### src/metering_pkg.sv
//////////////////////////////
// Auto-exposure metering package
// Window geometry, data widths, register map
// and the AXI slave state encoding
//////////////////////////////

package metering_pkg;

    localparam int PIXEL_WIDTH       = 10;
    localparam int COORD_WIDTH       = 12;
    localparam int BRIGHTNESS_WIDTH  = 8;
    localparam int SUM_WIDTH         = 28;
    localparam int FRAME_COUNT_WIDTH = 16;
    localparam int AXI_ADDR_WIDTH    = 8;
    localparam int AXI_DATA_WIDTH    = 32;

    typedef logic [PIXEL_WIDTH-1:0]       pixel_t;
    typedef logic [COORD_WIDTH-1:0]       coord_t;
    typedef logic [BRIGHTNESS_WIDTH-1:0]  brightness_t;
    typedef logic [SUM_WIDTH-1:0]         channel_sum_t;
    typedef logic [FRAME_COUNT_WIDTH-1:0] frame_count_t;
    typedef logic [AXI_ADDR_WIDTH-1:0]    axi_addr_t;
    typedef logic [AXI_DATA_WIDTH-1:0]    axi_data_t;

    // The window is square so the mean is a fixed shift of the sum
    localparam int WINDOW_SIZE = 512;
    localparam int AVERAGE_LSB = 20;

    // Centres the window in a 1280 by 720 frame
    localparam coord_t X_START_RESET = 12'd384;
    localparam coord_t Y_START_RESET = 12'd104;

    localparam axi_addr_t REG_WINDOW_X    = 8'h00;
    localparam axi_addr_t REG_WINDOW_Y    = 8'h04;
    localparam axi_addr_t REG_RESULT      = 8'h08;
    localparam axi_addr_t REG_FRAME_COUNT = 8'h0C;
    localparam axi_addr_t REG_STATUS      = 8'h10;

    localparam logic [1:0] AXI_RESP_OKAY = 2'b00;

    typedef enum logic [1:0] {
        IDLE,
        WRITE_RESP,
        READ_DATA
    } axi_state_t;

endpackage

### src/pixel_stream_if.sv
//////////////////////////////
// RGB pixel stream bundle
// Colour samples with line and frame framing
//////////////////////////////

`timescale 1ns/1ps

interface pixel_stream_if;
    import metering_pkg::*;

    pixel_t red;
    pixel_t green;
    pixel_t blue;
    logic   line_valid;
    logic   frame_valid;

    // The sink takes a pixel whenever both valids are high as there is no back-pressure
    modport source (
        output red, green, blue, line_valid, frame_valid
    );

    modport sink (
        input red, green, blue, line_valid, frame_valid
    );

endinterface

### src/brightness_accumulator.sv
//////////////////////////////
// Window brightness accumulator
// Sums each channel over the window and holds
// the 8-bit averages of the last frame
//////////////////////////////

`timescale 1ns/1ps

module brightness_accumulator (
    input  logic                      pixel_clock_in,
    input  logic                      arst_n,
    pixel_stream_if.sink              pixels,
    input  logic                      in_window,
    input  logic                      frame_end,
    output metering_pkg::brightness_t red_average,
    output metering_pkg::brightness_t green_average,
    output metering_pkg::brightness_t blue_average,
    output logic                      result_strobe
);
    import metering_pkg::*;

    channel_sum_t red_sum;
    channel_sum_t green_sum;
    channel_sum_t blue_sum;

    always_ff @(posedge pixel_clock_in or negedge arst_n) begin
        if (!arst_n) begin
            red_sum   <= '0;
            green_sum <= '0;
            blue_sum  <= '0;
        end else if (!pixels.frame_valid) begin
            red_sum   <= '0;
            green_sum <= '0;
            blue_sum  <= '0;
        end else if (in_window) begin
            red_sum   <= red_sum + channel_sum_t'(pixels.red);
            green_sum <= green_sum + channel_sum_t'(pixels.green);
            blue_sum  <= blue_sum + channel_sum_t'(pixels.blue);
        end
    end

    // The sums still hold the finished frame on the frame_end cycle
    // and are cleared at the same edge that captures them
    always_ff @(posedge pixel_clock_in or negedge arst_n) begin
        if (!arst_n) begin
            red_average   <= '0;
            green_average <= '0;
            blue_average  <= '0;
            result_strobe <= 1'b0;
        end else begin
            result_strobe <= frame_end;
            if (frame_end) begin
                // With a 512 by 512 window this is the mean divided by 4
                red_average   <= red_sum[AVERAGE_LSB +: BRIGHTNESS_WIDTH];
                green_average <= green_sum[AVERAGE_LSB +: BRIGHTNESS_WIDTH];
                blue_average  <= blue_sum[AVERAGE_LSB +: BRIGHTNESS_WIDTH];
            end
        end
    end

endmodule

### src/metering_regs.sv
//////////////////////////////
// Metering register block
// AXI4-Lite slave for window control, results,
// frame count and result-ready status
//////////////////////////////

`timescale 1ns/1ps

module metering_regs (
    input  logic                      pixel_clock_in,
    input  logic                      arst_n,
    input  metering_pkg::axi_addr_t   s_axi_awaddr,
    input  logic                      s_axi_awvalid,
    output logic                      s_axi_awready,
    input  metering_pkg::axi_data_t   s_axi_wdata,
    input  logic                      s_axi_wvalid,
    output logic                      s_axi_wready,
    output logic [1:0]                s_axi_bresp,
    output logic                      s_axi_bvalid,
    input  logic                      s_axi_bready,
    input  metering_pkg::axi_addr_t   s_axi_araddr,
    input  logic                      s_axi_arvalid,
    output logic                      s_axi_arready,
    output metering_pkg::axi_data_t   s_axi_rdata,
    output logic [1:0]                s_axi_rresp,
    output logic                      s_axi_rvalid,
    input  logic                      s_axi_rready,
    input  metering_pkg::brightness_t red_average,
    input  metering_pkg::brightness_t green_average,
    input  metering_pkg::brightness_t blue_average,
    input  logic                      result_strobe,
    output metering_pkg::coord_t      window_x_start,
    output metering_pkg::coord_t      window_y_start
);
    import metering_pkg::*;

    axi_state_t   state;
    frame_count_t frame_count;
    logic         result_ready;
    logic         write_fire;
    logic         read_fire;

    // The ready pulses are only raised from IDLE, so a handshake
    // can only complete while no response is outstanding
    assign write_fire = (state == IDLE) && s_axi_awready && s_axi_awvalid && s_axi_wvalid;
    assign read_fire  = (state == IDLE) && s_axi_arready && s_axi_arvalid && !write_fire;

    assign s_axi_bresp = AXI_RESP_OKAY;
    assign s_axi_rresp = AXI_RESP_OKAY;

    function automatic axi_data_t read_register(input axi_addr_t addr);
        axi_data_t value;
        value = '0;
        case (addr)
            REG_WINDOW_X:    value = axi_data_t'(window_x_start);
            REG_WINDOW_Y:    value = axi_data_t'(window_y_start);
            REG_RESULT:      value = {8'h00, red_average, green_average, blue_average};
            REG_FRAME_COUNT: value = axi_data_t'(frame_count);
            REG_STATUS:      value = axi_data_t'(result_ready);
            default:         value = '0;
        endcase
        return value;
    endfunction

    // Handshake sequencing
    always_ff @(posedge pixel_clock_in or negedge arst_n) begin
        if (!arst_n) begin
            state         <= IDLE;
            s_axi_awready <= 1'b0;
            s_axi_wready  <= 1'b0;
            s_axi_arready <= 1'b0;
            s_axi_bvalid  <= 1'b0;
            s_axi_rvalid  <= 1'b0;
            s_axi_rdata   <= '0;
        end else begin
            case (state)
                IDLE: begin
                    if (write_fire) begin
                        s_axi_awready <= 1'b0;
                        s_axi_wready  <= 1'b0;
                        s_axi_bvalid  <= 1'b1;
                        state         <= WRITE_RESP;
                    end else if (read_fire) begin
                        s_axi_arready <= 1'b0;
                        s_axi_rdata   <= read_register(s_axi_araddr);
                        s_axi_rvalid  <= 1'b1;
                        state         <= READ_DATA;
                    end else if (s_axi_awvalid && s_axi_wvalid) begin
                        // Writes take priority over a read waiting at the same time
                        s_axi_awready <= 1'b1;
                        s_axi_wready  <= 1'b1;
                        s_axi_arready <= 1'b0;
                    end else if (s_axi_arvalid) begin
                        s_axi_arready <= 1'b1;
                    end else begin
                        s_axi_awready <= 1'b0;
                        s_axi_wready  <= 1'b0;
                        s_axi_arready <= 1'b0;
                    end
                end
                WRITE_RESP: begin
                    if (s_axi_bready) begin
                        s_axi_bvalid <= 1'b0;
                        state        <= IDLE;
                    end
                end
                READ_DATA: begin
                    if (s_axi_rready) begin
                        s_axi_rvalid <= 1'b0;
                        state        <= IDLE;
                    end
                end
                default: state <= IDLE;
            endcase
        end
    end

    // Register contents
    always_ff @(posedge pixel_clock_in or negedge arst_n) begin
        if (!arst_n) begin
            window_x_start <= X_START_RESET;
            window_y_start <= Y_START_RESET;
            frame_count    <= '0;
            result_ready   <= 1'b0;
        end else begin
            if (write_fire && s_axi_awaddr == REG_WINDOW_X) begin
                window_x_start <= s_axi_wdata[COORD_WIDTH-1:0];
            end
            if (write_fire && s_axi_awaddr == REG_WINDOW_Y) begin
                window_y_start <= s_axi_wdata[COORD_WIDTH-1:0];
            end
            if (result_strobe) begin
                frame_count <= frame_count + 1'b1;
            end
            // A new result on the same cycle beats a software clear
            if (result_strobe) begin
                result_ready <= 1'b1;
            end else if (write_fire && s_axi_awaddr == REG_STATUS && s_axi_wdata[0]) begin
                result_ready <= 1'b0;
            end
        end
    end

endmodule

### src/metering_top.sv
//////////////////////////////
// Auto-exposure metering top level
// Pixel stream in, window averages out over AXI4-Lite
//////////////////////////////

`timescale 1ns/1ps

module metering_top (
    input  logic                    pixel_clock_in,
    input  logic                    arst_n,
    input  metering_pkg::pixel_t    pixel_red,
    input  metering_pkg::pixel_t    pixel_green,
    input  metering_pkg::pixel_t    pixel_blue,
    input  logic                    line_valid,
    input  logic                    frame_valid,
    input  metering_pkg::axi_addr_t s_axi_awaddr,
    input  logic                    s_axi_awvalid,
    output logic                    s_axi_awready,
    input  metering_pkg::axi_data_t s_axi_wdata,
    input  logic                    s_axi_wvalid,
    output logic                    s_axi_wready,
    output logic [1:0]              s_axi_bresp,
    output logic                    s_axi_bvalid,
    input  logic                    s_axi_bready,
    input  metering_pkg::axi_addr_t s_axi_araddr,
    input  logic                    s_axi_arvalid,
    output logic                    s_axi_arready,
    output metering_pkg::axi_data_t s_axi_rdata,
    output logic [1:0]              s_axi_rresp,
    output logic                    s_axi_rvalid,
    input  logic                    s_axi_rready
);

    pixel_stream_if pixel_bus ();

    logic                      in_window;
    logic                      frame_end;
    logic                      result_strobe;
    metering_pkg::brightness_t red_average;
    metering_pkg::brightness_t green_average;
    metering_pkg::brightness_t blue_average;
    metering_pkg::coord_t      window_x_start;
    metering_pkg::coord_t      window_y_start;

    // Source side of the pixel bundle
    assign pixel_bus.red         = pixel_red;
    assign pixel_bus.green       = pixel_green;
    assign pixel_bus.blue        = pixel_blue;
    assign pixel_bus.line_valid  = line_valid;
    assign pixel_bus.frame_valid = frame_valid;

    window_tracker u_window_tracker (
        .pixel_clock_in (pixel_clock_in),
        .arst_n         (arst_n),
        .pixels         (pixel_bus.sink),
        .window_x_start (window_x_start),
        .window_y_start (window_y_start),
        .in_window      (in_window),
        .frame_end      (frame_end)
    );

    brightness_accumulator u_brightness_accumulator (
        .pixel_clock_in (pixel_clock_in),
        .arst_n         (arst_n),
        .pixels         (pixel_bus.sink),
        .in_window      (in_window),
        .frame_end      (frame_end),
        .red_average    (red_average),
        .green_average  (green_average),
        .blue_average   (blue_average),
        .result_strobe  (result_strobe)
    );

    metering_regs u_metering_regs (
        .pixel_clock_in (pixel_clock_in),
        .arst_n         (arst_n),
        .s_axi_awaddr   (s_axi_awaddr),
        .s_axi_awvalid  (s_axi_awvalid),
        .s_axi_awready  (s_axi_awready),
        .s_axi_wdata    (s_axi_wdata),
        .s_axi_wvalid   (s_axi_wvalid),
        .s_axi_wready   (s_axi_wready),
        .s_axi_bresp    (s_axi_bresp),
        .s_axi_bvalid   (s_axi_bvalid),
        .s_axi_bready   (s_axi_bready),
        .s_axi_araddr   (s_axi_araddr),
        .s_axi_arvalid  (s_axi_arvalid),
        .s_axi_arready  (s_axi_arready),
        .s_axi_rdata    (s_axi_rdata),
        .s_axi_rresp    (s_axi_rresp),
        .s_axi_rvalid   (s_axi_rvalid),
        .s_axi_rready   (s_axi_rready),
        .red_average    (red_average),
        .green_average  (green_average),
        .blue_average   (blue_average),
        .result_strobe  (result_strobe),
        .window_x_start (window_x_start),
        .window_y_start (window_y_start)
    );

endmodule

### src/window_tracker.sv
//////////////////////////////
// Metering window tracker
// Counts pixel position and flags the pixels
// inside the square metering window
//////////////////////////////

`timescale 1ns/1ps

module window_tracker (
    input  logic                 pixel_clock_in,
    input  logic                 arst_n,
    pixel_stream_if.sink         pixels,
    input  metering_pkg::coord_t window_x_start,
    input  metering_pkg::coord_t window_y_start,
    output logic                 in_window,
    output logic                 frame_end
);
    import metering_pkg::*;

    coord_t column;
    coord_t row;
    coord_t x_start;
    coord_t y_start;
    logic   previous_line_valid;
    logic   previous_frame_valid;

    logic [COORD_WIDTH:0] x_end;
    logic [COORD_WIDTH:0] y_end;

    always_ff @(posedge pixel_clock_in or negedge arst_n) begin
        if (!arst_n) begin
            column               <= '0;
            row                  <= '0;
            x_start              <= X_START_RESET;
            y_start              <= Y_START_RESET;
            previous_line_valid  <= 1'b0;
            previous_frame_valid <= 1'b0;
        end else begin
            previous_frame_valid <= pixels.frame_valid;
            if (!pixels.frame_valid) begin
                column              <= '0;
                row                 <= '0;
                previous_line_valid <= 1'b0;
                // Follow the registers between frames and freeze them once the frame starts
                x_start             <= window_x_start;
                y_start             <= window_y_start;
            end else begin
                previous_line_valid <= pixels.line_valid;
                if (pixels.line_valid) begin
                    column <= column + 1'b1;
                end else begin
                    column <= '0;
                    if (previous_line_valid) begin
                        row <= row + 1'b1;
                    end
                end
            end
        end
    end

    // One extra bit so a start near the top of the range cannot wrap
    assign x_end = {1'b0, x_start} + (COORD_WIDTH+1)'(WINDOW_SIZE);
    assign y_end = {1'b0, y_start} + (COORD_WIDTH+1)'(WINDOW_SIZE);

    assign in_window = pixels.frame_valid && pixels.line_valid &&
                       column >= x_start && {1'b0, column} < x_end &&
                       row >= y_start && {1'b0, row} < y_end;

    assign frame_end = previous_frame_valid && !pixels.frame_valid;

endmodule

### config.mk
export PLATFORM = sky130hd
export DESIGN_NAME = metering_top
export DESIGN_NICKNAME = d
export VERILOG_FILES = /design/src/metering_pkg.sv /design/src/pixel_stream_if.sv /design/src/brightness_accumulator.sv /design/src/metering_regs.sv /design/src/metering_top.sv /design/src/window_tracker.sv
export SDC_FILE = /design/constraint.sdc
export NUM_CORES = 1
export LEC_CHECK = 0
export ABC_CLOCK_PERIOD_IN_PS = 3050
export BUFFER_PORTS_ARGS = -buffer_cell sky130_fd_sc_hd__buf_2
export CORE_MARGIN = 1.5
export CORE_UTILIZATION = 45
export DETAILED_ROUTE_END_ITERATION = 16
export HOLD_SLACK_MARGIN = 0.1
export PLACE_DENSITY_LB_ADDON = 0.12
export SETUP_SLACK_MARGIN = 0.1
export SYNTH_ARGS = -nofsm -noshare
export SYNTH_HDL_FRONTEND = slang
export SYNTH_SLANG_ARGS = --single-unit
### constraint.sdc
create_clock -name pixel_clock_in -period 3.05 [get_ports pixel_clock_in]
set_input_delay 0.305 -clock pixel_clock_in [delete_from_list [all_inputs] [get_ports pixel_clock_in]]
set_output_delay 0.305 -clock pixel_clock_in [all_outputs]
set_load 0.02 [all_outputs]
== Word level (Yosys, flattened, before mapping) ==
Index checks and enable logic that the tools add are counted.
Word-level totals
  output and inout port bits: 41
  bits of input ports: 87
  bits in registers: 238
  word-level logic and storage cells: 121
Cells by class
  $lt $le $gt $ge: 4
  add/sub/neg operators: 8
  mux-type cells: 34
  reduce and logical (&&, ||, !) cells: 32
  bitwise gates (word level): 1
  equal/unequal tests: 19
Operators by type and width (number)
  28-bit 2-to-1 mux: 6
  24-bit one-hot mux with 5 select lines: 1
  28-bit by 10-bit adder with 28-bit output: 3
  12-bit 2-to-1 mux: 5
  12-bit by 10-bit adder with 13-bit output, second input constant: 2
  12-bit by 13-bit < comparator with 1-bit output: 2
  12-bit by 1-bit adder with 12-bit output, second input constant: 2
  12-bit greater-or-equal comparator: 2
  1-bit logical AND: 17
  16-bit by 1-bit adder with 16-bit output, second input constant: 1
  8-bit by 3-bit == test with 1-bit output, second input constant: 2
  8-bit by 4-bit == test with 1-bit output, second input constant: 2
  8-bit by 5-bit == test with 1-bit output, second input constant: 2
  8-bit logical NOT: 2
  1-bit 2-to-1 mux: 15
  3-bit AND reduction: 4
  2-bit by 1-bit inequality test with 1-bit output, second input constant: 5
  2-bit 2-to-1 mux: 4
  2-bit inequality test, second input constant: 4
  3-bit by 1-bit inequality test with 1-bit output, second input constant: 2
  2-bit one-hot mux with 3 select lines: 1
  2-bit nonzero test: 3
  1-bit one-hot mux with 2 select lines: 2
  2-bit AND reduction: 2
  other kinds (6): 7

== Depth between registers and ports, before layout ==
  word-level depth: 9
  depth in mapped cells: 13
  mapped depth without buffers: 11

== By module ==
Synthesis repeated with hierarchy kept, for this count alone.
Unflattened totals
  cell total of the unflattened synthesis: 1155
  area total of the unflattened synthesis: 12454.4 µm²
By module, submodules not included
  brightness_accumulator: cells each 600, seq. area each 2727.6 µm², times used 1, area an instance 6104.6 µm²
  metering_regs: cells each 274, seq. area each 1783.0 µm², times used 1, area an instance 3397.0 µm²
  window_tracker: cells each 281, seq. area each 1257.5 µm², times used 1, area an instance 2952.8 µm²

== Worst setup path after synthesis ==
OpenSTA, ideal clock, no wires.
  path type: reg2reg
  start: reg u_window_tracker.y_start[3]
  end: reg u_brightness_accumulator.green_sum[22]
  path slack: -0.092 ns
  clock period less this slack: 3.142 ns
  stages on the path, launching flop included: 12
  setup time: 0.078 ns
  required time: 2.972 ns
  buffers on the path: 1
  arrival time: 3.064 ns
  path through: dfstp_2 > inv_1 > ha_1 > and4b_1 > a2111oi_1 > nor3_1 > o31a_1 > a31o_1 > buf_6 > or4_4 > or3_1 > a21oi_1
On the way
  word-level cells in the longest chain between the ends: 4
  elaborated cells between the ends (all ways): 6
  classes of those cells: add/sub: 1; order compare: 2; eq/ne: 1; reduce/logical: 2
Ends and longest elaborated chain
  start, declared: line window_tracker.sv:23  | coord_t y_start;
  start signal, assigned: line window_tracker.sv:46  | y_start <= window_y_start;
  12-bit by 10-bit adder with 13-bit output or 12-bit greater-or-equal comparator (tied branches): line window_tracker.sv:63, window_tracker.sv:67
  12-bit by 13-bit < comparator with 1-bit output or 1-bit logical AND (tied branches): line window_tracker.sv:67, window_tracker.sv:66
  1-bit logical AND *: line window_tracker.sv:67  | row >= y_start && {1'b0, row} < y_end;
  2-bit by 1-bit inequality test with 1-bit output (no source line) *
  end signal, assigned: line brightness_accumulator.sv:37  | green_sum <= green_sum + channel_sum_t'(pixels.green);
  end, declared: line brightness_accumulator.sv:23  | channel_sum_t green_sum;
Mark *: on every way between the ends. The rest lies on a longest branch, timed or not.
A chain may end at the register's enable or synchronous reset.

== Worst setup path in the final report ==
  start: reg u_window_tracker.y_start[9]
  end: reg u_brightness_accumulator.red_sum[21]
On the way
  word-level cells in the longest chain between the ends: 4
  elaborated cells between the ends (all ways): 6
  classes of those cells: add/sub: 1; order compare: 2; eq/ne: 1; reduce/logical: 2
Ends and longest elaborated chain
  12-bit by 10-bit adder with 13-bit output or 12-bit greater-or-equal comparator (tied branches): line window_tracker.sv:63, window_tracker.sv:67
  12-bit by 13-bit < comparator with 1-bit output or 1-bit logical AND (tied branches): line window_tracker.sv:67, window_tracker.sv:66
  1-bit logical AND *: line window_tracker.sv:67
  2-bit by 1-bit inequality test with 1-bit output (no source line) *
  end signal, assigned: line brightness_accumulator.sv:36  | red_sum <= red_sum + channel_sum_t'(pixels.red);
  end, declared: line brightness_accumulator.sv:22  | channel_sum_t red_sum;
Marks and branches as above.

==> results.py <==
metrics = {
    "outcome": {
        "outcome": "finished with violations",
        "violations": "negative setup slack",
    },
    "min_path": {
        "hold_depth": 4,
        "hold_end": "u_brightness_accumulator.green_sum[0]$_DFFE_PN0P_",
        "min_from": "pixel_green[0]",
        "min_path_type": "primary input to flip-flop",
    },
    "logic_synthesis": {
        "avgSynthCellArea_sq_um": 10.2,
        "async_flop_share": 1.00,
        "muxShareOfSynthArea": 0.0767,
        "ys_ff_latch": 230,
        "synthAdderAreaFrac": 0.0719,
        "synth_area_leader_cell": "dfrtp_1",
        "yosys.area_share.simple": 0.157,
        "synth_top_family_by_area": "simple AND/OR/NAND/NOR gates",
        "synth_xor_area_frac": 0.0606,
        "yosysTopAreaCellShare": 0.453,
        "synth_ff_type": "dfrtp_1",
        "syn_inst": 1192,
        "synth.top_cells.by_area": "dfrtp_1 45%, mux2_2 6.8%, ha_1 6.7%, xnor2_1 3.7%, a21oi_1 3.5%",
        "ys_types": 59,
        "synth_compound_area_frac": 0.117,
        "syn_area_sq_mm": 0.0121,
        "synth_warnings": 0,
        "ys_seq_area_frac": 0.475,
        "synth-edff-count": 0,
    },
    "power_and_ir_drop": {
        "sw_frac_of_total": 0.293,
        "power_frac_clock": 0.385,
        "p_per_area_mw_per_mm2": 541,
        "vdd_drop_max_v": 0.000446,
        "leakage_nw": 7.07,
        "power_switching_mw": 2.48,
        "p_seq_frac": 0.404,
        "combPwrFrac": 0.212,
        "p_int_mw": 5.98,
    },
    "grt": {
        "grtUsageTotal": 0.213,
        "grt_max_degree": 89,
        "grt_pass1_vias": 9392,
        "antenna_found_initial": 0,
        "grt-ovfl-total": 0,
        "grt_pass1_wl_mm": 48.4,
    },
    "floorplanning": {
        "ioPinCount": 128,
        "rows": 59,
        "die_h_um": 167,
        "dieWidth_um": 167,
        "coreArea_sq_mm": 0.0263,
        "start_util": 0.462,
        "dieArea_sq_mm": 0.0280,
    },
    "cells_and_area": {
        "nNetsFinal": 1528,
        "diodes": 0,
        "stdcell_count": 1726,
        "syn2layout_area_growth_pct": 28.9,
        "layout-drive-gt1-share": 0.294,
        "fillers": 2228,
    },
    "clocking": {
        "cts_tree": "built",
        "h-tree-depth": 1,
        "worstSkewPairLatency_ns": 0.54,
        "cts.sinks": 230,
        "path_clk_slew_ns": 0.06,
        "numCtsBuffers": 27,
        "cts.root.buffer_cell": "clkbuf_16",
        "clockBufferDepth": 3,
    },
    "routing": {
        "ant_nets": 0,
        "drt_wl_total_mm": 29.9,
        "dr.pass1.iters": 5,
        "drc": 0,
        "dr_total_vias": 9515,
        "wl_per_cell_um": 17.3,
        "drt_first_iter_violations": 492,
        "via_per_inst": 5.51,
    },
    "setup_path": {
        "startpoint": "u_window_tracker.y_start[9]$_DFFE_PN0N_",
        "reg2reg_to": "u_brightness_accumulator.red_sum[21]$_DFFE_PN0P_",
        "critPathRequiredTime_ns": 3.50,
        "worstSetupPathType": "flip-flop to flip-flop",
        "worstSetupEndpointType": "flip-flop",
        "worstRegToRegCells": 13,
        "crit-reg2reg-launch": "u_window_tracker.y_start[9]$_DFFE_PN0N_",
        "regToRegSetupSlack_ns": -0.09,
        "crit_fanout": 6,
        "start_kind": "flip-flop",
        "arrival_ns": 3.60,
    },
    "sta": {
        "rsz0062_at_grt": "true",
        "worst_slack_ns": -0.0943,
        "setup_viol": 10,
        "skew_ns": 0.0208,
        "relSlewSlack": 0.528,
        "worst_slew_pin_slew_ns": 0.709,
        "min_period_ns": 3.14,
        "finalCritPeriodShare": 1.03,
        "finalHoldViolCount": 0,
        "slew_viol_final": 0,
        "max_freq_mhz": 318,
    },
    "placement": {
        "place_hpwl_mm": 19.2,
        "post-place-ws_ns": -0.134,
        "portBuffers": 95,
        "gp_congestion": 0.834,
        "place_inst": 1631,
    },
    "flow_run": {
        "maxCapViolations": 0,
    },
}
-- through the flow --
stage	setup TNS [ns]	hold WS [ns]	cell area (sq um)	util	power [mW]
2_1_floorplan	0	0.00941	12200	-	4.34
3_3_place_gp	-0.745	0.367	13400	0.509	4.82
3_5_place_dp	-1.40	0.369	13400	0.509	4.84
4_1_cts	-0.520	0.110	14900	0.568	8.33
5_1_grt	-4.09	0.178	15700	0.596	8.87
6_report	-0.363	0.154	15700	0.596	8.46
-- worst max-delay path by stage --
stage	to	slack, ns
final	u_brightness_accumulator.red_sum[21]$_DFFE_PN0P_	-0.09
after global routing	u_brightness_accumulator.red_sum[12]$_DFFE_PN0P_	-0.20
after CTS	u_brightness_accumulator.red_sum[21]$_DFFE_PN0P_	-0.08
after detailed placement	u_brightness_accumulator.red_sum[12]$_DFFE_PN0P_	-0.13
after global placement	u_brightness_accumulator.green_sum[27]$_DFFE_PN0P_	-0.09
after floorplan	u_brightness_accumulator.green_sum[22]$_DFFE_PN0P_	0.10
-- cell usage in the layout (no fill, tap or decap), types with 12 or more instances in the layout --
cell / Yosys / final
conb_1: 1 / 12
nand4_1: 19 / 19
nor3_1: 15 / 13
o21ai_1: 0 / 24
buf_6: 2 / 13
a21oi_1: 86 / 78
or3_1: 20 / 17
buf_4: 13 / 45
dfrtp_1: 220 / 220
nand3_2: 0 / 28
clkbuf_16: 0 / 33
ha_1: 65 / 61
buf_2: 1 / 94
mux2_2: 73 / 73
nand2_1: 75 / 74
xor2_1: 32 / 32
o21ai_0: 73 / 40
xnor2_1: 52 / 51
dlygate4sd3_1: 0 / 23
and3_1: 23 / 23
inv_1: 55 / 52
nand3_1: 72 / 43
nor4_4: 0 / 16
nor2_1: 74 / 73
-- power by group through the flow --
stage,logic [mW],registers [mW],clock network (mW)
after floorplan,0.901,3.44,0
after global placement,1.37,3.45,0
after detailed placement,1.39,3.45,0
after CTS,1.58,3.40,3.35
after global routing,1.96,3.44,3.46
final,1.79,3.42,3.26
-- metal layers --
layer / vias up / GRT usage / routed length (um)
met5: - / 0 / 0
met4: 0 / 0.0674 / 807
met3: 50 / 0.0324 / 1100
met2: 170 / 0.356 / 14300
met1: 4670 / 0.284 / 13800
li1: 4625 / - / -
-- Yosys cell counts, types with 13 or more instances --
master and number:
or3_1 20, nand4_1 19, o21ai_0 73, nand2_1 75, clkbuf_1 34, xnor2_1 52, nand3_1 72, inv_1 55
nor4_1 21, nor2_1 74, buf_4 13, mux2_2 73, dfrtp_1 220, nor3_1 15, and3_1 23, a21oi_1 86
ha_1 65, xor2_1 32
-- repair_timing --
item                                    CTS  global route
gates cloned                              6             6
endpoints found under the hold margin   109             0
resized for setup                        68           104
hold buffers                             23             0
endpoints found under the setup margin   51            84
buffers inserted                          5             8
pin swaps                                40            46
-- logic make-up after synthesis --
| family | after synthesis |
|---|---|
| and+or+nand+nor | 372 |
| AOI/OAI and AO/OA | 238 |
| DFF | 230 |
| buffers and inverters | 115 |
| xor gates and xnor gates | 84 |
| muxes | 84 |
| adders and majority gates | 68 |
| other | 1 |
-- critical path, cell delays in order, from the launching register on --
cell and delay [ns]:
dfrtp_1 0.38, ha_1 0.30, inv_2 0.07, ha_4 0.19, a21o_1 0.17, a21oi_2 0.14
nand3_1 0.08, o31a_1 0.27, a31o_4 0.24, buf_12 0.14, buf_6 0.11, or4_4 0.50
or3_1 0.33, a21oi_2 0.12
-- sequential cells by signal, indices dropped and copies added (netlist names), 12 cells and up --
name / cells
u_brightness_accumulator.red_sum: 28
u_window_tracker.y_start: 12
u_metering_regs.frame_count: 16
u_window_tracker.row: 12
u_brightness_accumulator.green_sum: 28
u_metering_regs.s_axi_rdata: 24
u_metering_regs.window_y_start: 12
u_window_tracker.x_start: 12
u_window_tracker.column: 12
u_brightness_accumulator.blue_sum: 28
u_metering_regs.window_x_start: 12
-- final cells by class --
type,count,area [sq um],area share
clock inverter,9,101,0.00647
multi-input combinational,861,6690,0.427
clock buffer,38,797,0.0509
sequential,230,5770,0.369
timing repair buffer,197,1670,0.107
inverter,56,210,0.0134
tap,335,419,0.0268
No activity file was read; power rests on OpenSTA's default activity.
